<file path="config.mk">
export PLATFORM = sky130hd
export DESIGN_NAME = ntt_ready_tracker
export DESIGN_NICKNAME = d
export VERILOG_FILES = /design/src/source/ntt_pkg.sv /design/src/source/ntt_ready_tracker.sv
export SDC_FILE = /design/constraint.sdc
export NUM_CORES = 1
export LEC_CHECK = 0
export BUFFER_PORTS_ARGS = -buffer_cell sky130_fd_sc_hd__buf_2
export CORE_AREA = 2 2 39 41
export DETAILED_ROUTE_END_ITERATION = 10
export DIE_AREA = 0 0 41 43
export HOLD_SLACK_MARGIN = 0.08
export PLACE_DENSITY_LB_ADDON = 0.25
export SKIP_CTS_REPAIR_TIMING = 1
export SYNTH_ARGS = -nofsm -noshare
export SYNTH_HDL_FRONTEND = slang
export SYNTH_SLANG_ARGS = --single-unit
</file>
<file path="constraint.sdc">
create_clock -name clk -period 1.4 [get_ports clk]
set_clock_uncertainty 0.15 [all_clocks]
set_input_delay 0.14 -clock clk [delete_from_list [all_inputs] [get_ports clk]]
set_output_delay 0.14 -clock clk [all_outputs]
set_load 0.01 [all_outputs]
</file>
<file path="src/source/ntt_pkg.sv">
// Modulus, widths, latencies, mode encoding and coefficient type shared by the NTT butterfly RTL
package ntt_pkg;

    // --------------------
    // Arithmetic
    // --------------------

    localparam int COEFF_W = 23;

    // ML-DSA prime, 2^23 - 2^13 + 1
    localparam logic [COEFF_W-1:0] NTT_Q = 23'd8380417;

    // One coefficient, always kept below NTT_Q
    typedef logic [COEFF_W-1:0] coeff_t;

    // --------------------
    // Pipeline depths
    // --------------------

    // Product register, fold, final subtraction
    localparam int MULT_LATENCY = 3;

    // Multiplier plus one add/sub or input stage
    localparam int BF_LATENCY = MULT_LATENCY + 1;

    // Two butterfly stages back to back
    localparam int BF2X2_LATENCY = 2 * BF_LATENCY;

    // Pointwise ops use a single unit
    localparam int PW_LATENCY = BF_LATENCY;

    // --------------------
    // Operation modes
    // --------------------

    // ct is the forward NTT, gs the inverse, pw* are pointwise
    typedef enum logic [2:0] {
        mode_ct,
        mode_gs,
        mode_pwm,
        mode_pwa,
        mode_pws
    } ntt_mode_e;

endpackage
</file>
<file path="src/source/ntt_ready_tracker.sv">
// Enable delay line that raises ready_o once an item has crossed the butterfly pipeline
`timescale 1ns/1ps
module ntt_ready_tracker (
    input  logic               clk,
    input  logic               reset_n,
    input  logic               zeroize_i,
    input  ntt_pkg::ntt_mode_e mode_i,
    input  logic               enable_i,
    output logic               ready_o
);
    import ntt_pkg::*;

    logic                     pw_mode;
    logic [BF2X2_LATENCY-1:0] ready_q;

    assign pw_mode = mode_i inside {mode_pwm, mode_pwa, mode_pws};

    // Enable enters at the tap matching the mode latency and shifts down to bit 0
    always_ff @(posedge clk) begin
        if (!reset_n || zeroize_i) begin
            ready_q <= '0;
        end else if (pw_mode) begin
            ready_q <= {{(BF2X2_LATENCY-PW_LATENCY){1'b0}}, enable_i,
                        ready_q[PW_LATENCY-1:1]};
        end else begin
            ready_q <= {enable_i, ready_q[BF2X2_LATENCY-1:1]};
        end
    end

    assign ready_o = ready_q[0];

    // Units decode mode_i every cycle, so items in flight need a steady mode
    a_mode_steady: assert property (@(posedge clk) disable iff (!reset_n || zeroize_i)
        (|ready_q) |-> $stable(mode_i))
        else $error("ntt_ready_tracker: mode_i changed with items in flight");

endmodule

</file>
==> results of run 1 <==
## metrics by stage
| step | instances | worst slack [ps] |
|---|---|---|
| 3_5_place_dp | 47 | 333.6 |
| 5_1_grt | 52 | 112.6 |
| 4_1_cts | 50 | 409.2 |
| 6_report | 52 | 171.0 |
| 2_1_floorplan | 24 | 454.5 |
| 3_3_place_gp | 47 | 355.0 |
## critical path: stages
cell           delay, ps
dlygate4sd3_1        530
buf_2                130
mux2_2               250
o21ai_1              120
a21oi_1               50
## cell type report
type                       instances  area share (%)
multi-input combinational         15           28.91
clock buffer                       3           6.122
inverter                           1           1.020
timing repair buffer               9           14.97
tap                               16           5.442
sequential                         8           43.54
## synth_stat cells
master | n | area (µm²)
dfxtp_1 | 8 | 160.2
and2_1 | 7 | 43.79
nand2b_1 | 2 | 12.51
a21oi_1 | 1 | 5.000
and2b_2 | 1 | 8.760
inv_1 | 1 | 3.750
mux2_2 | 1 | 11.26
mux2i_1 | 1 | 10.01
o211a_1 | 1 | 10.01
o21ai_1 | 1 | 5.000
## power breakdown
part,leakage (nW),switching (W),internal [W]
Combinational,0.0979,0.0000112,0.0000177
Clock,0.0138,0.0000676,0.0000973
Sequential,0.0647,0.000000549,0.000231
Total,0.176,0.0000793,0.000346
## cell families (layout without fill, tap and decap cells)
kind of cell | count (synthesis) | after routing | synth area share (%)
mux | 2 | 2 | 7.870
flops | 8 | 8 | 59.26
buf+inv | 1 | 13 | 1.388
compound gates | 3 | 3 | 7.404
simple gates | 10 | 10 | 24.07
## path summary, 6_finish.rpt
kind	endpoint	cells after the start	slack [ps]
worst max register to register	ready_q[3]	3	420
worst max-delay path	ready_q[3]	5	170
worst min register to register	ready_q[6]	1	280
worst min-delay path	ready_q[1]	3	140
## per-layer routing
metal	wire, µm	vias up	share of wire [%]	track usage (%)
met5	0	-	0	0
met4	0	0	0	4.000
met3	56	0	13	7.853
met2	209	8	48	9.375
met1	166	90	38	6.452
li1	-	104	-	-
==> reports/metrics.cfg, run 1 <==
[critical_path]
setup.worst_path.end_class = register
worstPathMaxFanout = 3
r2r-start = ready_q[4]
startpoint_type = primary input
cp.required_ps = 1390
cp-startpoint = enable_i
critical_path_class = in2reg
cp.arrival_ps = 1220

[sta]
slew_viol_final = 0
worst_slew_pin_slew_ps = 125.8
whs_ps = 140.4
rsz0062_at_grt = false
setup_viol = 0
slew_headroom_pct = 91.37
max_freq_mhz = 813.7
min_period_ps = 1229
fin_crit_sh_pct = 87.78
tns_ps = 0
final_hold_viol_count = 0

[floorplanning]
die-area_um2 = 1763
pin_count = 8
rows = 14
core_area_um2 = 1384
die_w_um = 41
initial_utilization_pct = 19.53
die_h_um = 43

[worst_hold_path]
hold_path_class = in2reg
worstHoldStart = reset_n

[power]
power_w = 0.0004257
total_leakage_power_nw = 0.1764
vdd_drop_max_mv = 0.4324
p_per_area_nw_per_um2 = 1157

[synthesis]
syn-num-nets = 31
yosysSeqAreaShare_pct = 59.26
netlist_instances = 24
synth.cell_area_um2 = 270.3
synth_warnings = 0
yosysUniqueCellTypes = 10
avgSynthCellArea_um2 = 11.26
postSynthRegisterBits = 8

[layout]
multi_input_area_um2 = 106.4
final_common_cell = dfxtp_1
largest_reg_flops = 8
drive_above_1_share_pct = 33.33
final_cell_mix = dfxtp_1 (8), and2_1 (7), buf_2 (7)
n_antenna_cell = 0
syn2layout_area_growth_pct = 36.11
fin_area_um2 = 367.9
fin_nets = 45
fillers = 159
regMostFlops = ready_q
seq_area_um2 = 160.2
final_core_util_pct = 26.58
reg.largest.list = ready_q (8)

[global_route]
grt_max_degree = 6
grt_pass1_vias = 212
overflow = 0
antenna_found_initial = 0
grt_usage_pct = 7.136
grt_pass1_wl_um = 745

[clock_network]
cts_sinks = 8
clock_path_buffers = 2
root_buffer = clkbuf_4
clk_pin_slew_ps = 50
cts.htree.levels = 1
cts_tree = yes
cts_buffers = 3
clk_latency_ps = 250

[detailed_routing]
initialDrtViolationCount = 2
routed_wirelength_um = 432
vias = 202
routedWlPerCell_um = 8.308
drcViolationCount = 0
viasPerCell = 3.885
postRouteAntennaNets = 0
drtPass1Iterations = 4

[placement]
portBuffers = 7
post_dp_cell_area_um2 = 325.3
hpwl_um = 345.6
gp_congestion = 0.5877

[job]
cap_violations = 0

[status]
status = completed

Note: power is estimated with default switching activity, not from simulation.
==> inputs of run 2 (changes only) <==
- clock period: 1.4 -> 1.25 ns (I/O delays scaled with it)
==> reports/metrics.cfg, run 2 (same netlist as run 1, synthesis figures left out) <==
[critical_path]
reg2reg_to = ready_q[3]
crit_chain = dlygate4sd3_1 > buf_2 > o211a_1 > and2_1
critical_path_class = in2reg
r2r-start = ready_q[4]
setup.worst_path.end_class = register
cp.required_ps = 1240  ; -150 ps
cp.arrival_ps = 1200  ; -20 ps
rr_worst_depth = 3  ; unchanged
startpoint_type = primary input
crit_slowest_cell = dlygate4sd3_1
r2r_slack_ps = 280  ; -140 ps
max_stage_delay_ps = 530  ; about the same
worstPathMaxFanout = 4  ; +1

[layout]
regMostFlops = ready_q
drive_above_1_share_pct = 33.33  ; unchanged
reg.largest.list = ready_q (8)
fin_nets = 45  ; unchanged
final_common_cell = dfxtp_1
n_antenna_cell = 0  ; unchanged
final_cell_mix = dfxtp_1 (8), and2_1 (7), buf_2 (7)
syn2layout_area_growth_pct = 36.11  ; unchanged
final_core_util_pct = 26.58  ; unchanged
largest_reg_flops = 8  ; unchanged

[power]
power_w = 0.0004911  ; +15%
p_per_area_nw_per_um2 = 1335  ; +15%
vdd_drop_max_mv = 0.3235  ; -25%
total_leakage_power_nw = 0.1764  ; unchanged

[placement]
gp_congestion = 0.6052  ; +3.0%
portBuffers = 7  ; unchanged

[clock_network]
cts_buffers = 3  ; unchanged
clk_latency_ps = 250  ; about the same
cts_sinks = 8  ; unchanged
clock_path_buffers = 2  ; unchanged
clk_pin_slew_ps = 50  ; about the same
cts.htree.levels = 1  ; unchanged
cts_tree = yes
root_buffer = clkbuf_4

[detailed_routing]
postRouteAntennaNets = 0  ; unchanged
drtPass1Iterations = 4  ; unchanged
viasPerCell = 3.769  ; -3.0%
vias = 196  ; -3.0%
routed_wirelength_um = 460  ; +6.5%
initialDrtViolationCount = 5  ; +3
drcViolationCount = 0  ; unchanged
routedWlPerCell_um = 8.846  ; +6.5%

[floorplanning]
die-area_um2 = 1763  ; unchanged
pin_count = 8  ; unchanged
initial_utilization_pct = 19.53  ; unchanged
core_area_um2 = 1384  ; unchanged
die_w_um = 41  ; unchanged
die_h_um = 43  ; unchanged
rows = 14  ; unchanged

[worst_hold_path]
whs_path_depth = 3  ; unchanged
worstHoldStart = reset_n
hold_path_class = in2reg
whs_endpoint = ready_q[2]

[global_route]
globalRouteMet2Util_pct = 9.063  ; -0.31 points
gr-usage-met1_pct = 7.097  ; +0.65 points
grt_pass1_wl_um = 765  ; +2.7%
grtUsageMet3_pct = 7.853  ; unchanged
overflow = 0  ; unchanged
antenna_found_initial = 0  ; unchanged
grt_pass1_vias = 174  ; -18%
gr-max-usage-layer = met2
grt_max_degree = 6  ; unchanged
grt_usage_pct = 7.839  ; +0.70 points

[sta]
slew_headroom_pct = 91.41  ; about the same
worst_slew_pin_slew_ps = 125.2  ; -0.5720 ps
setup_viol = 0  ; unchanged
tns_ps = 0  ; unchanged
max_freq_mhz = 829.8
fin_crit_sh_pct = 96.41
rsz0062_at_grt = false
final_hold_viol_count = 0  ; unchanged
min_period_ps = 1205
slew_viol_final = 0  ; unchanged

[status]
status = completed

[job]
cap_violations = 0  ; unchanged

-- run 2: cell counts in the layout (fill, tap and decap cells not counted) --
No cell type changed its count.
-- run 2: critical path: cells and delay by family --
kind | cells | cell delay [ps]
buffers and inverters | 2 | 660
AOI/OAI and AO/OA | 1 | 250
and+or+nand+nor | 1 | 160
-- run 2: cell type report --
| type | count | area, µm² |
|---|---|---|
| Fill cell | 150 | 1016 |
| Sequential cell | 8 | 160.2 |
| Multi-Input combinational cell | 15 | 106.4 |
| Timing Repair Buffer | 9 | 55.05 |
| Clock buffer | 3 | 22.52 |
| Tap cell | 16 | 20.02 |
| Inverter | 1 | 3.754 |
-- run 2: worst max path at each step --
stage / start / to / cells past startpoint
6_report: mode_i[1] / ready_q[4] / 4
4_1_cts: ready_q[4] / ready_q[3] / 3
2_1_floorplan: ready_q[4] / ready_q[3] / 3
3_3_place_gp: mode_i[0] / ready_q[6] / 4
3_5_place_dp: mode_i[0] / ready_q[4] / 4
5_1_grt: enable_i / ready_q[3] / 5
-- run 2: through the flow --
stage | hold slack [ps] | cell area [µm²] | worst slack (ps) | std cells
finish | 114.2 | 367.9 | 44.93 | 52
global route | 113.1 | 367.9 | 14.88 | 52
CTS | -48.87 | 347.8 | 269.7 | 50
detailed placement | 216.1 | 325.3 | 200.6 | 47
global placement | 212.2 | 325.3 | 223.2 | 47
floorplan | 96.71 | 270.3 | 304.5 | 24
-- run 2: power breakdown --
part           switching (W)  leakage, nW  internal (W)
registers        0.000000718       0.0647      0.000259
logic              0.0000124       0.0979     0.0000198
clock network      0.0000897       0.0138      0.000110
total               0.000103        0.176      0.000388
-- run 2: routing by layer --
layer	vias to the layer above	share of wire (%)
met5	-	0
met4	0	0
met3	0	6.5
met2	4	47
met1	91	46
li1	101	-
