$ cat config.mk
export PLATFORM = sky130hd
export DESIGN_NAME = ntt_butterfly_flat
export DESIGN_NICKNAME = d
export VERILOG_FILES = /design/src/source/ntt_pkg.sv /design/src/source/ntt_bf_if.sv /design/src/source/ntt_butterfly.sv /design/src/source/ntt_mod_mult.sv /design/src/flat_wrapper.sv
export SDC_FILE = /design/constraint.sdc
export NUM_CORES = 2
export LEC_CHECK = 0
export ABC_AREA = 1
export BUFFER_PORTS_ARGS = -buffer_cell sky130_fd_sc_hd__buf_2
export CAP_MARGIN = 30
export CORE_ASPECT_RATIO = 1.2
export CORE_MARGIN = 10
export CORE_UTILIZATION = 60
export DETAILED_ROUTE_END_ITERATION = 12
export PLACE_DENSITY = 0.77
export SLEW_MARGIN = 20
export SYNTH_ARGS = -nofsm -noshare
export SYNTH_HDL_FRONTEND = slang
export SYNTH_SLANG_ARGS = --single-unit
$ cat constraint.sdc
create_clock -name clk -period 11.2 [get_ports clk]
set_input_delay 0.56 -clock clk [delete_from_list [all_inputs] [get_ports clk]]
set_output_delay 0.56 -clock clk [all_outputs]
set_load 0.02 [all_outputs]
$ cat src/source/ntt_pkg.sv
// Modulus, widths, latencies, mode encoding and coefficient type shared by the NTT butterfly RTL
package ntt_pkg;

    // --------------------
    // Arithmetic
    // --------------------

    localparam int COEFF_W = 23;

    // ML-DSA prime, 2^23 - 2^13 + 1
    localparam logic [COEFF_W-1:0] NTT_Q = 23'd8380417;

    // One coefficient, always kept below NTT_Q
    typedef logic [COEFF_W-1:0] coeff_t;

    // --------------------
    // Pipeline depths
    // --------------------

    // Product register, fold, final subtraction
    localparam int MULT_LATENCY = 3;

    // Multiplier plus one add/sub or input stage
    localparam int BF_LATENCY = MULT_LATENCY + 1;

    // Two butterfly stages back to back
    localparam int BF2X2_LATENCY = 2 * BF_LATENCY;

    // Pointwise ops use a single unit
    localparam int PW_LATENCY = BF_LATENCY;

    // --------------------
    // Operation modes
    // --------------------

    // ct is the forward NTT, gs the inverse, pw* are pointwise
    typedef enum logic [2:0] {
        mode_ct,
        mode_gs,
        mode_pwm,
        mode_pwa,
        mode_pws
    } ntt_mode_e;

endpackage
$ cat src/source/ntt_bf_if.sv
// Operand and result bundle between the operand router and one butterfly unit
`timescale 1ns/1ps
interface ntt_bf_if;
    import ntt_pkg::*;

    // Operands sampled by the unit on every clock
    coeff_t opu;
    coeff_t opv;
    coeff_t opw;

    // Results appear BF_LATENCY cycles after their operands
    coeff_t res_u;
    coeff_t res_v;
    coeff_t res_pw;

    // Router side drives operands and collects results
    modport router (
        output opu, opv, opw,
        input  res_u, res_v, res_pw
    );

    // Unit side
    modport unit (
        input  opu, opv, opw,
        output res_u, res_v, res_pw
    );

endinterface

$ cat src/source/ntt_butterfly.sv
// One butterfly unit for CT, GS and pointwise ops, four cycles from operands to results
`timescale 1ns/1ps
module ntt_butterfly (
    input  logic               clk,
    input  logic               reset_n,
    input  logic               zeroize_i,
    input  ntt_pkg::ntt_mode_e mode_i,
    ntt_bf_if.unit             bf
);
    import ntt_pkg::*;

    logic                       ct_mode;
    logic                       gs_mode;
    logic                       pwm_mode;
    coeff_t                     u_sum;
    coeff_t                     u_diff;
    coeff_t                     first_val;
    coeff_t [MULT_LATENCY-1:0]  u_dly_q;
    coeff_t                     half_diff_q;
    coeff_t                     w_q;
    coeff_t                     mult_a;
    coeff_t                     mult_b;
    coeff_t                     prod;
    coeff_t                     res_u_q;
    coeff_t                     res_v_q;

    // --------------------
    // Mod q helpers
    // --------------------

    function automatic coeff_t add_mod(coeff_t a, coeff_t b);
        logic [COEFF_W:0] sum;
        sum = {1'b0, a} + {1'b0, b};
        if (sum >= {1'b0, NTT_Q}) begin
            sum = sum - {1'b0, NTT_Q};
        end
        return sum[COEFF_W-1:0];
    endfunction

    function automatic coeff_t sub_mod(coeff_t a, coeff_t b);
        logic [COEFF_W:0] diff;
        diff = {1'b0, a} - {1'b0, b};
        // Wrap back into range on borrow
        if (a < b) begin
            diff = diff + {1'b0, NTT_Q};
        end
        return diff[COEFF_W-1:0];
    endfunction

    // Odd values get q added so the shift is exact
    function automatic coeff_t half_mod(coeff_t x);
        logic [COEFF_W:0] t;
        t = {1'b0, x};
        if (x[0]) begin
            t = t + {1'b0, NTT_Q};
        end
        return t[COEFF_W:1];
    endfunction

    assign ct_mode  = (mode_i == mode_ct);
    assign gs_mode  = (mode_i == mode_gs);
    assign pwm_mode = (mode_i == mode_pwm);

    assign u_sum  = add_mod(bf.opu, bf.opv);
    assign u_diff = sub_mod(bf.opu, bf.opv);

    // Value that travels down the delay line beside the multiplier
    always_comb begin
        case (mode_i)
            mode_ct:  first_val = bf.opu;
            mode_gs:  first_val = half_mod(u_sum);
            mode_pws: first_val = u_diff;
            default:  first_val = u_sum;
        endcase
    end

    // GS multiplies the registered half difference, others use raw operands
    assign mult_a = gs_mode ? half_diff_q : (pwm_mode ? bf.opu : bf.opv);
    assign mult_b = gs_mode ? w_q : (pwm_mode ? bf.opv : bf.opw);

    ntt_mod_mult mult_inst (
        .clk       (clk),
        .reset_n   (reset_n),
        .zeroize_i (zeroize_i),
        .a_i       (mult_a),
        .b_i       (mult_b),
        .p_o       (prod)
    );

    // --------------------
    // Pipeline registers
    // --------------------

    always_ff @(posedge clk) begin
        if (!reset_n || zeroize_i) begin
            u_dly_q     <= '0;
            half_diff_q <= '0;
            w_q         <= '0;
            res_u_q     <= '0;
            res_v_q     <= '0;
        end else begin
            u_dly_q     <= {u_dly_q[MULT_LATENCY-2:0], first_val};
            half_diff_q <= half_mod(u_diff);
            w_q         <= bf.opw;
            // Final stage: CT add, pwm product, otherwise the delayed value
            if (ct_mode) begin
                res_u_q <= add_mod(u_dly_q[MULT_LATENCY-1], prod);
            end else if (pwm_mode) begin
                res_u_q <= prod;
            end else begin
                res_u_q <= u_dly_q[MULT_LATENCY-1];
            end
            res_v_q <= sub_mod(u_dly_q[MULT_LATENCY-1], prod);
        end
    end

    // GS product already lands on the fourth edge
    assign bf.res_u  = res_u_q;
    assign bf.res_v  = gs_mode ? prod : res_v_q;
    // Pointwise result shares the u register
    assign bf.res_pw = res_u_q;

    // Upstream stages and the block inputs must deliver reduced operands
    a_operands_reduced: assert property (@(posedge clk) disable iff (!reset_n)
        bf.opu < NTT_Q && bf.opv < NTT_Q && bf.opw < NTT_Q)
        else $error("ntt_butterfly: operand not below q");

endmodule

$ cat src/source/ntt_mod_mult.sv
// Three-stage modular multiplier mod q, instantiated once inside every butterfly unit
`timescale 1ns/1ps
module ntt_mod_mult (
    input  logic            clk,
    input  logic            reset_n,
    input  logic            zeroize_i,
    input  ntt_pkg::coeff_t a_i,
    input  ntt_pkg::coeff_t b_i,
    output ntt_pkg::coeff_t p_o
);
    import ntt_pkg::*;

    logic [2*COEFF_W-1:0] prod_q;
    logic [COEFF_W-1:0]   hi;
    logic [27:0]          fold1;
    logic [23:0]          fold2;
    logic [23:0]          red_q;
    coeff_t               p_q;

    // --------------------
    // Fold logic
    // --------------------

    assign hi = prod_q[2*COEFF_W-1:COEFF_W];

    // 2^23 = 2^13 - 1 mod q, applied to hi and again to its top 13 bits
    // Adding 2q keeps the result non-negative
    assign fold1 = 28'(prod_q[COEFF_W-1:0])
                 + ((28'(hi[9:0]) + 28'(hi[22:10])) << 13)
                 + 28'(2 * NTT_Q)
                 - 28'(hi[22:10])
                 - 28'(hi);

    // fold1 stays below 2^27 so the top part is tiny
    // Result is below 2q after this fold
    assign fold2 = 24'(fold1[22:0])
                 + (24'(fold1[27:23]) << 13)
                 - 24'(fold1[27:23]);

    // --------------------
    // Pipeline
    // --------------------

    always_ff @(posedge clk) begin
        if (!reset_n || zeroize_i) begin
            prod_q <= '0;
            red_q  <= '0;
            p_q    <= '0;
        end else begin
            prod_q <= a_i * b_i;
            red_q  <= fold2;
            if (red_q >= 24'(NTT_Q)) begin
                p_q <= coeff_t'(red_q - 24'(NTT_Q));
            end else begin
                p_q <= red_q[COEFF_W-1:0];
            end
        end
    end

    assign p_o = p_q;

    // Folding must leave less than 2q for the single subtraction
    a_p_reduced: assert property (@(posedge clk) disable iff (!reset_n) p_o < NTT_Q)
        else $error("ntt_mod_mult: product not reduced below q");

endmodule

$ cat src/flat_wrapper.sv
// flat-port wrapper written by rule: the top's interface ports become plain ports
module ntt_butterfly_flat import ntt_pkg::*;
  (clk, reset_n, zeroize_i, mode_i, bf_opu, bf_opv, bf_opw, bf_res_u, bf_res_v, bf_res_pw);
  ntt_bf_if bf_i ();
  input  logic clk;
  input  logic reset_n;
  input  logic zeroize_i;
  input  ntt_pkg::ntt_mode_e mode_i;
  input wire logic [$bits(bf_i.opu)-1:0] bf_opu;
  input wire logic [$bits(bf_i.opv)-1:0] bf_opv;
  input wire logic [$bits(bf_i.opw)-1:0] bf_opw;
  output wire logic [$bits(bf_i.res_u)-1:0] bf_res_u;
  output wire logic [$bits(bf_i.res_v)-1:0] bf_res_v;
  output wire logic [$bits(bf_i.res_pw)-1:0] bf_res_pw;
  assign bf_i.opu = bf_opu;
  assign bf_i.opv = bf_opv;
  assign bf_i.opw = bf_opw;
  assign bf_res_u = bf_i.res_u;
  assign bf_res_v = bf_i.res_v;
  assign bf_res_pw = bf_i.res_pw;
  ntt_butterfly u_core (.clk(clk), .reset_n(reset_n), .zeroize_i(zeroize_i), .mode_i(mode_i), .bf(bf_i));
endmodule
==> flow_summary_export.csv <==
group,metric,value,unit
run_status,status,"finished, final reports clean",
cts,insertion_delay,600,ps
critical_path,r2r_setup_slack,3070,ps
drt,wire_per_inst,19.22,um
finish,fillCellCount,5899,
min_path,min_path_cells,3,
cts,htreeDepth,1,
critical_path,worstSetupStartpoint,"mode_i[2]",
critical_path,critPathKind,"in2reg",
drt,detail_route.first_pass.iterations,6,
yosys,synthDistinctLibCells,62,
critical_path,critPathArrivalTime,9490,ps
finish,area_growth,5.910,%
grt,antenna_found_initial,2,
grt,grt_pass1_wl,193400,um
critical_path,crit_slowest_cell,"a31oi_2",
floorplanning,die_h,299.2,um
grt,grt_max_degree,136,
cts,cts_buffers,29,
drt,drcViolationCount,0,
yosys,synth-seq-cells,254,
critical_path,worst_setup_path_start_kind,"input port",
cts,cts_resized,0,
grt,grt_pass1_vias,36145,
timing,fin_setup_tns,0,ps
timing,setup_ws,2239,ps
critical_path,required,11730,ps
yosys,synthesis.area,38980,um^2
critical_path,max_stage_delay,810,ps
place,dp_hpwl,100100,um
timing,finalHoldViolations,0,
yosys,synthFlopType,"dfxtp_1",
timing,rsz0062_at_grt,"no",
drt,drt-initial-drc-count,3226,
floorplanning,row_count,102,
critical_path,r2r-start,"u_core.w_q[2]",
grt,overflow,0,
place,gp_congestion,1.016,
finish,drive_gt1_share,7.151,%
critical_path,end_kind,"register",
drt,routed_wl,122200,um
cts,cts_root_buffer,"clkbuf_16",
yosys,synth-edff-count,0,
timing,setup_viol,0,
yosys,async_reset_ff_share,0,%
floorplanning,die_area,75600,um^2
cts,cts_tree,"built",
finish,antenna_cells,0,
critical_path,rr_worst_depth,32,
drt,num_vias,36121,
place,placed_cell_area,40250,um^2
floorplanning,coreArea,64450,um^2
cts,post_cts_buffers,0,
yosys,seq_area_frac_synth,13.05,%
floorplanning,start_util,60.48,%
timing,fmax,0.1116,GHz
min_path,holdCritPathClass,"in2reg",
timing,finalCriticalPeriod,8961,ps
cts,cts.clk_slew.worst_paths,70,ps
critical_path,r2r_end,"u_core.mult_inst.prod_q[43]",
yosys,syn_inst,5464,
drt,antenna_left,0,
cts,cts.sinks,254,
timing,tightest_slew,1060,ps
flow_run,max_cap_viol_count,0,
place,post-place-ws,1847,ps
finish,final_area,41280,um^2
critical_path,crit_end,"u_core.mult_inst.prod_q[43]",
floorplanning,die_w,252.7,um
timing,finalCritPeriodShare,80.01,%
finish,nets,6429,
cts,holdBufCountCts,0,
drt,vias_per_cell,5.683,
timing,slew_violations,0,
yosys,syn_avg_cell_area,7.133,um^2
place,io_buffers,143,
floorplanning,io_pins,144,
yosys,syn_nets,6391,
timing,relSlewSlack,28.84,%
critical_path,critPathMaxFanout,59,
grt,grt_usage,32.33,%
timing,fin_worst_skew,17.33,ps
yosys,synth-warning-count,0,
cts,cts_buffer_depth,3,
[synth_stat cells (all sizes together) (2+ instances only)]
cell type | n | share of area (%)
and3 | 2 | 0.032
a221oi | 7 | 0.16
nand4 | 37 | 0.59
o31ai | 4 | 0.077
a41oi | 2 | 0.045
o21a | 30 | 0.58
fa | 469 | 24
xor2 | 115 | 2.6
a21oi | 372 | 4.9
o221ai | 3 | 0.067
a211oi | 6 | 0.12
a21boi | 9 | 0.18
ha | 383 | 12
or2 | 10 | 0.16
o211ai | 65 | 1.3
nand2 | 1092 | 11
inv | 1113 | 11
nand3b | 6 | 0.12
a21o | 11 | 0.21
nor2 | 642 | 6.6
a31oi | 17 | 0.27
o21bai | 20 | 0.39
nor4 | 8 | 0.13
o21ai | 309 | 4.0
nand3 | 199 | 2.7
nor3 | 51 | 0.68
buf | 58 | 1.1
o2111ai | 3 | 0.067
xnor2 | 17 | 0.38
clkinv | 15 | 0.14
clkbuf | 129 | 1.2
dfxtp | 254 | 13
[metal layers]
layer	wire [um]	up-vias	track usage [%]
li1	-	16949	-
met1	45580	17016	37.84
met2	57530	1667	54.70
met3	10110	485	5.169
met4	8947	4	20.26
met5	26	-	0
[worst max-delay path: cells and delay by family]
kind / cells / cell delay, ps
and+or+nand+nor: 15 / 2010
buffers and inverters: 8 / 1010
adders and majority gates: 8 / 3860
AOI/OAI and AO/OA: 7 / 1980
[layout by cell type (no fill, tap or decap), types with 29 or more instances in the layout]
cell,n
ha_1,383
o21a_1,30
inv_1,1082
buf_4,49
fa_1,469
nand2_1,1046
dfxtp_1,254
clkbuf_16,29
nand4_1,37
a21oi_1,364
nor3_1,48
o211ai_1,65
o21ai_1,41
nand3_1,190
buf_2,143
o21ai_0,265
nand2_2,38
xor2_1,114
inv_2,30
nor2_1,606
[registers in the layout (all words and copies together), names as in the netlist]
signal,cells
u_core.mult_inst.prod_q,46
u_core.half_diff_q,23
u_core.u_dly_q,69
u_core.mult_inst.red_q,24
u_core.bf.res_pw,23
u_core.w_q,23
u_core.mult_inst.p_o,23
u_core.res_v_q,23
[worst min-delay path by stage]
stage                            start                 end  slack [ps]
floorplan            u_core.u_dly_q[0]  u_core.u_dly_q[23]         390
global placement    u_core.u_dly_q[23]  u_core.u_dly_q[46]         390
detailed placement  u_core.u_dly_q[37]  u_core.u_dly_q[60]         400
CTS                         bf_opw[17]      u_core.w_q[17]         180
global route                bf_opw[12]      u_core.w_q[12]         190
finish                      bf_opw[12]      u_core.w_q[12]         190
[final cells by class]
type / count / area (um^2) / area share (%)
multi-input combinational: 3895 / 28780 / 69.73
sequential: 254 / 5085 / 12.32
inverter: 1128 / 4237 / 10.26
timing repair buffer: 194 / 1119 / 2.710
tap: 832 / 1041 / 2.522
clock buffer: 36 / 812.0 / 1.967
clock inverter: 17 / 202.7 / 0.4910
[cell families after synthesis]
kind of cell	share of synthesized area [%]
and+or+nand+nor	22.03
DFF	13.05
AOI/OAI and AO/OA	12.36
buffers and inverters	13.19
xor gates and xnor gates	2.985
adders and majority gates	36.38
[through the flow]
step                utilization, %  instances  hold WS [ps]
floorplan                        -       5464         393.6
global placement             62.45       6302         394.8
detailed placement           62.45       6302         398.3
CTS                          64.03       6355         179.4
global route                 64.05       6356         185.4
finish                       64.05       6356         190.3
Power is not shown: default switching activity piles up to over one toggle a cycle in this logic, so the estimate is an artifact.
