[src/source/ntt_pkg.sv]
// Modulus, widths, latencies, mode encoding and coefficient type shared by the NTT butterfly RTL
package ntt_pkg;

    // --------------------
    // Arithmetic
    // --------------------

    localparam int COEFF_W = 23;

    // ML-DSA prime, 2^23 - 2^13 + 1
    localparam logic [COEFF_W-1:0] NTT_Q = 23'd8380417;

    // One coefficient, always kept below NTT_Q
    typedef logic [COEFF_W-1:0] coeff_t;

    // --------------------
    // Pipeline depths
    // --------------------

    // Product register, fold, final subtraction
    localparam int MULT_LATENCY = 3;

    // Multiplier plus one add/sub or input stage
    localparam int BF_LATENCY = MULT_LATENCY + 1;

    // Two butterfly stages back to back
    localparam int BF2X2_LATENCY = 2 * BF_LATENCY;

    // Pointwise ops use a single unit
    localparam int PW_LATENCY = BF_LATENCY;

    // --------------------
    // Operation modes
    // --------------------

    // ct is the forward NTT, gs the inverse, pw* are pointwise
    typedef enum logic [2:0] {
        mode_ct,
        mode_gs,
        mode_pwm,
        mode_pwa,
        mode_pws
    } ntt_mode_e;

endpackage
[src/source/ntt_bf_if.sv]
// Operand and result bundle between the operand router and one butterfly unit
`timescale 1ns/1ps
interface ntt_bf_if;
    import ntt_pkg::*;

    // Operands sampled by the unit on every clock
    coeff_t opu;
    coeff_t opv;
    coeff_t opw;

    // Results appear BF_LATENCY cycles after their operands
    coeff_t res_u;
    coeff_t res_v;
    coeff_t res_pw;

    // Router side drives operands and collects results
    modport router (
        output opu, opv, opw,
        input  res_u, res_v, res_pw
    );

    // Unit side
    modport unit (
        input  opu, opv, opw,
        output res_u, res_v, res_pw
    );

endinterface

[src/source/ntt_operand_router.sv]
// Selects butterfly operands per mode and feeds stage-1 results and delayed twiddles to stage 2
`timescale 1ns/1ps
module ntt_operand_router (
    input  logic                  clk,
    input  logic                  reset_n,
    input  logic                  zeroize_i,
    input  ntt_pkg::ntt_mode_e    mode_i,
    input  ntt_pkg::coeff_t       u00_i,
    input  ntt_pkg::coeff_t       v00_i,
    input  ntt_pkg::coeff_t       w00_i,
    input  ntt_pkg::coeff_t       u01_i,
    input  ntt_pkg::coeff_t       v01_i,
    input  ntt_pkg::coeff_t       w01_i,
    input  ntt_pkg::coeff_t       w10_i,
    input  ntt_pkg::coeff_t       w11_i,
    input  ntt_pkg::coeff_t [3:0] pw_u_i,
    input  ntt_pkg::coeff_t [3:0] pw_v_i,
    ntt_bf_if.router              bf00,
    ntt_bf_if.router              bf01,
    ntt_bf_if.router              bf10,
    ntt_bf_if.router              bf11,
    output ntt_pkg::coeff_t       u20_o,
    output ntt_pkg::coeff_t       v20_o,
    output ntt_pkg::coeff_t       u21_o,
    output ntt_pkg::coeff_t       v21_o,
    output ntt_pkg::coeff_t [3:0] pw_res_o
);
    import ntt_pkg::*;

    logic                     pw_mode;
    coeff_t [BF_LATENCY-1:0]  w10_dly_q;
    coeff_t [BF_LATENCY-1:0]  w11_dly_q;

    assign pw_mode = mode_i inside {mode_pwm, mode_pwa, mode_pws};

    // --------------------
    // Twiddle delay
    // --------------------

    // Stage-2 twiddles wait out the stage-1 latency
    always_ff @(posedge clk) begin
        if (!reset_n || zeroize_i) begin
            w10_dly_q <= '0;
            w11_dly_q <= '0;
        end else begin
            w10_dly_q <= {w10_dly_q[BF_LATENCY-2:0], w10_i};
            w11_dly_q <= {w11_dly_q[BF_LATENCY-2:0], w11_i};
        end
    end

    // --------------------
    // Operand select
    // --------------------

    always_comb begin
        if (pw_mode) begin
            // Each unit works on its own coefficient pair
            bf00.opu = pw_u_i[0];
            bf00.opv = pw_v_i[0];
            bf00.opw = '0;
            bf01.opu = pw_u_i[1];
            bf01.opv = pw_v_i[1];
            bf01.opw = '0;
            bf10.opu = pw_u_i[2];
            bf10.opv = pw_v_i[2];
            bf10.opw = '0;
            bf11.opu = pw_u_i[3];
            bf11.opv = pw_v_i[3];
            bf11.opw = '0;
        end else begin
            bf00.opu = u00_i;
            bf00.opv = v00_i;
            bf00.opw = w00_i;
            bf01.opu = u01_i;
            bf01.opv = v01_i;
            bf01.opw = w01_i;
            // Cross the stage-1 outputs into stage 2
            bf10.opu = bf00.res_u;
            bf10.opv = bf01.res_u;
            bf10.opw = w10_dly_q[BF_LATENCY-1];
            bf11.opu = bf00.res_v;
            bf11.opv = bf01.res_v;
            bf11.opw = w11_dly_q[BF_LATENCY-1];
        end
    end

    assign u20_o = bf10.res_u;
    assign v20_o = bf10.res_v;
    assign u21_o = bf11.res_u;
    assign v21_o = bf11.res_v;

    assign pw_res_o = {bf11.res_pw, bf10.res_pw, bf01.res_pw, bf00.res_pw};

endmodule

[src/flat_wrapper.sv]
// flat-port wrapper written by rule: the top's interface ports become plain ports
module ntt_operand_router_flat import ntt_pkg::*;
  (clk, reset_n, zeroize_i, mode_i, u00_i, v00_i, w00_i, u01_i, v01_i, w01_i, w10_i, w11_i, pw_u_i, pw_v_i, u20_o, v20_o, u21_o, v21_o, pw_res_o, bf00_opu, bf00_opv, bf00_opw, bf00_res_u, bf00_res_v, bf00_res_pw, bf01_opu, bf01_opv, bf01_opw, bf01_res_u, bf01_res_v, bf01_res_pw, bf10_opu, bf10_opv, bf10_opw, bf10_res_u, bf10_res_v, bf10_res_pw, bf11_opu, bf11_opv, bf11_opw, bf11_res_u, bf11_res_v, bf11_res_pw);
  ntt_bf_if bf00_i ();
  ntt_bf_if bf01_i ();
  ntt_bf_if bf10_i ();
  ntt_bf_if bf11_i ();
  input  logic clk;
  input  logic reset_n;
  input  logic zeroize_i;
  input  ntt_pkg::ntt_mode_e mode_i;
  input  ntt_pkg::coeff_t u00_i;
  input  ntt_pkg::coeff_t v00_i;
  input  ntt_pkg::coeff_t w00_i;
  input  ntt_pkg::coeff_t u01_i;
  input  ntt_pkg::coeff_t v01_i;
  input  ntt_pkg::coeff_t w01_i;
  input  ntt_pkg::coeff_t w10_i;
  input  ntt_pkg::coeff_t w11_i;
  input  ntt_pkg::coeff_t [3:0] pw_u_i;
  input  ntt_pkg::coeff_t [3:0] pw_v_i;
  output ntt_pkg::coeff_t u20_o;
  output ntt_pkg::coeff_t v20_o;
  output ntt_pkg::coeff_t u21_o;
  output ntt_pkg::coeff_t v21_o;
  output ntt_pkg::coeff_t [3:0] pw_res_o;
  output wire logic [$bits(bf00_i.opu)-1:0] bf00_opu;
  output wire logic [$bits(bf00_i.opv)-1:0] bf00_opv;
  output wire logic [$bits(bf00_i.opw)-1:0] bf00_opw;
  input wire logic [$bits(bf00_i.res_u)-1:0] bf00_res_u;
  input wire logic [$bits(bf00_i.res_v)-1:0] bf00_res_v;
  input wire logic [$bits(bf00_i.res_pw)-1:0] bf00_res_pw;
  output wire logic [$bits(bf01_i.opu)-1:0] bf01_opu;
  output wire logic [$bits(bf01_i.opv)-1:0] bf01_opv;
  output wire logic [$bits(bf01_i.opw)-1:0] bf01_opw;
  input wire logic [$bits(bf01_i.res_u)-1:0] bf01_res_u;
  input wire logic [$bits(bf01_i.res_v)-1:0] bf01_res_v;
  input wire logic [$bits(bf01_i.res_pw)-1:0] bf01_res_pw;
  output wire logic [$bits(bf10_i.opu)-1:0] bf10_opu;
  output wire logic [$bits(bf10_i.opv)-1:0] bf10_opv;
  output wire logic [$bits(bf10_i.opw)-1:0] bf10_opw;
  input wire logic [$bits(bf10_i.res_u)-1:0] bf10_res_u;
  input wire logic [$bits(bf10_i.res_v)-1:0] bf10_res_v;
  input wire logic [$bits(bf10_i.res_pw)-1:0] bf10_res_pw;
  output wire logic [$bits(bf11_i.opu)-1:0] bf11_opu;
  output wire logic [$bits(bf11_i.opv)-1:0] bf11_opv;
  output wire logic [$bits(bf11_i.opw)-1:0] bf11_opw;
  input wire logic [$bits(bf11_i.res_u)-1:0] bf11_res_u;
  input wire logic [$bits(bf11_i.res_v)-1:0] bf11_res_v;
  input wire logic [$bits(bf11_i.res_pw)-1:0] bf11_res_pw;
  assign bf00_opu = bf00_i.opu;
  assign bf00_opv = bf00_i.opv;
  assign bf00_opw = bf00_i.opw;
  assign bf00_i.res_u = bf00_res_u;
  assign bf00_i.res_v = bf00_res_v;
  assign bf00_i.res_pw = bf00_res_pw;
  assign bf01_opu = bf01_i.opu;
  assign bf01_opv = bf01_i.opv;
  assign bf01_opw = bf01_i.opw;
  assign bf01_i.res_u = bf01_res_u;
  assign bf01_i.res_v = bf01_res_v;
  assign bf01_i.res_pw = bf01_res_pw;
  assign bf10_opu = bf10_i.opu;
  assign bf10_opv = bf10_i.opv;
  assign bf10_opw = bf10_i.opw;
  assign bf10_i.res_u = bf10_res_u;
  assign bf10_i.res_v = bf10_res_v;
  assign bf10_i.res_pw = bf10_res_pw;
  assign bf11_opu = bf11_i.opu;
  assign bf11_opv = bf11_i.opv;
  assign bf11_opw = bf11_i.opw;
  assign bf11_i.res_u = bf11_res_u;
  assign bf11_i.res_v = bf11_res_v;
  assign bf11_i.res_pw = bf11_res_pw;
  ntt_operand_router u_core (.clk(clk), .reset_n(reset_n), .zeroize_i(zeroize_i), .mode_i(mode_i), .u00_i(u00_i), .v00_i(v00_i), .w00_i(w00_i), .u01_i(u01_i), .v01_i(v01_i), .w01_i(w01_i), .w10_i(w10_i), .w11_i(w11_i), .pw_u_i(pw_u_i), .pw_v_i(pw_v_i), .bf00(bf00_i), .bf01(bf01_i), .bf10(bf10_i), .bf11(bf11_i), .u20_o(u20_o), .v20_o(v20_o), .u21_o(u21_o), .v21_o(v21_o), .pw_res_o(pw_res_o));
endmodule
[config.mk]
export PLATFORM = sky130hd
export DESIGN_NAME = ntt_operand_router_flat
export DESIGN_NICKNAME = d
export VERILOG_FILES = /design/src/source/ntt_pkg.sv /design/src/source/ntt_bf_if.sv /design/src/source/ntt_operand_router.sv /design/src/flat_wrapper.sv
export SDC_FILE = /design/constraint.sdc
export NUM_CORES = 1
export LEC_CHECK = 0
export CORE_AREA = 2 2 429 431
export CTS_CLUSTER_DIAMETER = 80
export CTS_CLUSTER_SIZE = 28
export DETAILED_ROUTE_END_ITERATION = 8
export DIE_AREA = 0 0 431 433
export DONT_BUFFER_PORTS = 1
export PLACE_DENSITY_LB_ADDON = 0.1
export RECOVER_POWER = 25
export SLEW_MARGIN = 40
export SYNTH_ARGS = -nofsm -noshare
export SYNTH_HDL_FRONTEND = slang
export SYNTH_SLANG_ARGS = --single-unit
[constraint.sdc]
create_clock -name clk -period 1.8 [get_ports clk]
set_input_delay 0.36 -clock clk [delete_from_list [all_inputs] [get_ports clk]]
set_output_delay 0.36 -clock clk [all_outputs]
set_load 0.02 [all_outputs]
==> reports/summary.txt <==
Fill cells = 21000
Multi-input gate area = 0.00470 mm²
CTS max path bufs = 2
Core area = 0.182 mm²
Largest family of logic cells by synthesized area = multiplexers
Via count = 7041
Final Routed Wirelength = 102 mm
Effective utilization at floorplan = 5.03%
Post-Syn Instances = 881
Worst reg-to-reg path cell count = 1
Seq. cell area = 0.00368 mm²
Placement Rows = 157
CP bufs+invs = 4
Layout Nets = 1503
Hold Path Class = flop to flop
Port buffer count = 0
WP data arrival = 1.71 ns
Sequential fraction of the synthesis area = 40.2%
Finished Cell Area = 0.0152 mm²
CP peak stage delay = 0.34 ns
Gr ovfl total = 0
Max-slew violations = 0
Synth Register Bits = 184
Total placed cells including tap cells = 3133
Die footprint = 0.187 mm²
Max Freq = 0.482 GHz
Largest delay contributor family on the critical path = buffers and inverters
Gr usage total = 10.3%
Final Instance Count excl. Fillers = 3297
Setup Skew = 0.0151 ns
Critical path depth = 6
Worst slew margin = 29.6%
Clk slew on worst S/H paths = 0.08 ns
Die Y-Extent = 433 µm
Dpl hpwl = 86.4 mm
Clock sink total = 184
Synth top area cells = dfxtp_1 (40%), and2_1 (19%), buf_4 (16%)
Initial antenna violation count = 113
Largest net degree at the start of global routing = 46
Most frequent CP cell = buf_12
Post-DRT Antenna Nets = 0
Share of the synthesized area in the top cell type = 40.2%
Post-Synth Simple-Gate Area = 18.9%
VDD IR max = 0.726 mV
Crit path kind = input pin to output port
Setup TNS = -40.59 ns
Width of the die = 431 µm
Synth Area in Compound Gates = 0%
Failing checks = setup timing
CP Capture Type = output port
Setup violations, final = 267
RD Place Congestion = 0.802
Final period util = 115%
CP Cell Sequence = mux2i_4 > buf_12 > buf_12 > buf_16 > clkbuf_16 > mux2_4
Clk_lat worst skew = 0.51 ns
Fraction of layout cells with a size suffix above 1 = 51.6%
Worst-Margin Slew = 1.06 ns
YS warnings = 0
DRT Pass-1 Iters = 4
Req. time, crit path = 1.44 ns
Worst Hold Depth = 1
Ports = 1110
Sw Share = 33.1%
Vias in the first global route = 6674
Tmin final = 2.07 ns
Critical Path Source Type = input pin
DR WL/cell = 31.0 µm
Critical Path Fanout Max = 8
Final Hold Viols = 0
TritonCTS clock tree = built
MaxCap Viol Count = 0
DRC Markers = 0
Design Power = 11.3 mW
CTS Buf Count = 17
Initial DRC Count = 407
Final core utilization = 8.37%
Commonest non-fill, non-tap cell in the layout = dfxtp_1
DR vias/cell = 2.14
Root Driver = clkbuf_16
Internal power = 7.57 mW
Synth area leader = dfxtp_1
Area delta synth->final = 66.2%
Final Worst Setup Slack = -0.275 ns
Power per standard cell area = 742 mW/mm²
Comb pwr share = 27.0%
Unrepaired setup endpoints after global routing = yes
Status = finished with violations
Avg Synthesized Cell Area = 10.4 µm²
Area after DPL = 0.0123 mm²
H-tree depth = 4
DP Worst Slack = -0.648 ns
Number of distinct library cells after synthesis = 12
CP max stage cell = mux2_4
Multiplexer area fraction after synthesis = 22.8%
Worst hold margin = 0.421 ns
Adder-Cell Fraction of Synth Area = 0%
Commonest cells after routing, fill and taps aside = dfxtp_1 (184), mux2_4 (169), and2_1 (152)
Post-synthesis cell area = 0.00917 mm²
Leakage = 5.68 nW
Sequential power share = 36.7%
Switch Pwr = 3.75 mW
Clock power share = 36.3%
Synth Area in XOR/XNOR = 0%
Syn nets = 1531
First-pass GRT wire length = 114 mm
[layer usage]
layer / global-route usage [%] / routed length (µm)
met5: 2.16 / 1060
met4: 4.29 / 4740
met3: 7.69 / 14700
met2: 17.6 / 50000
met1: 8.96 / 31700
[path summary, 6_finish.rpt]
check | from | end | slack [ns]
setup / recovery | mode_i[2] | bf11_opu[16] | -0.27
hold / removal | u_core.w11_dly_q[49] | u_core.w11_dly_q[72] | 0.42
setup reg to reg | u_core.w10_dly_q[67] | u_core.w10_dly_q[90] | 1.20
hold reg to reg | u_core.w11_dly_q[49] | u_core.w11_dly_q[72] | 0.42
[flip-flops by register name, indices dropped and copies added (netlist names)]
| signal | count |
|---|---|
| u_core.w10_dly_q | 92 |
| u_core.w11_dly_q | 92 |
[cells by family after synthesis]
group         Yosys count
mux                   185
flops                 184
buf+inv               234
simple gates          278
[what timing repair did]
action,in CTS,in global routing
hold buffers,46,0
hold endpoints to repair,46,0
gates cloned,12,11
pin swaps,11,21
gates resized for setup,373,74
setup endpoints to repair,250,275
buffers inserted,22,3
[power by group through the flow]
stage,Sequential [mW],Clock [mW],Combinational (mW)
2_1_floorplan,4.23,0,1.91
3_3_place_gp,4.25,0,2.21
3_5_place_dp,4.25,0,2.18
4_1_cts,4.15,4.38,2.99
5_1_grt,4.16,4.48,3.17
6_report,4.15,4.11,3.06
[cells in the mapped netlist]
library cell  count
buf_4           196
nor2_1            1
buf_6             5
dfxtp_1         184
buf_2             4
mux2_1          100
mux2i_2           1
and2_1          276
mux2_2           84
clkbuf_2          4
clkbuf_1         25
nor2b_1           1
[layout make-up]
cell class / count / area share [%]
flip-flops and latches: 184 / 24.2
clock inverters: 15 / 1.35
diodes: 46 / 0.755
multi-input cells: 463 / 30.8
repair buffers: 187 / 20.5
well taps: 2385 / 19.6
clock buffers: 17 / 2.79
No activity file was read; power rests on OpenSTA's default activity.
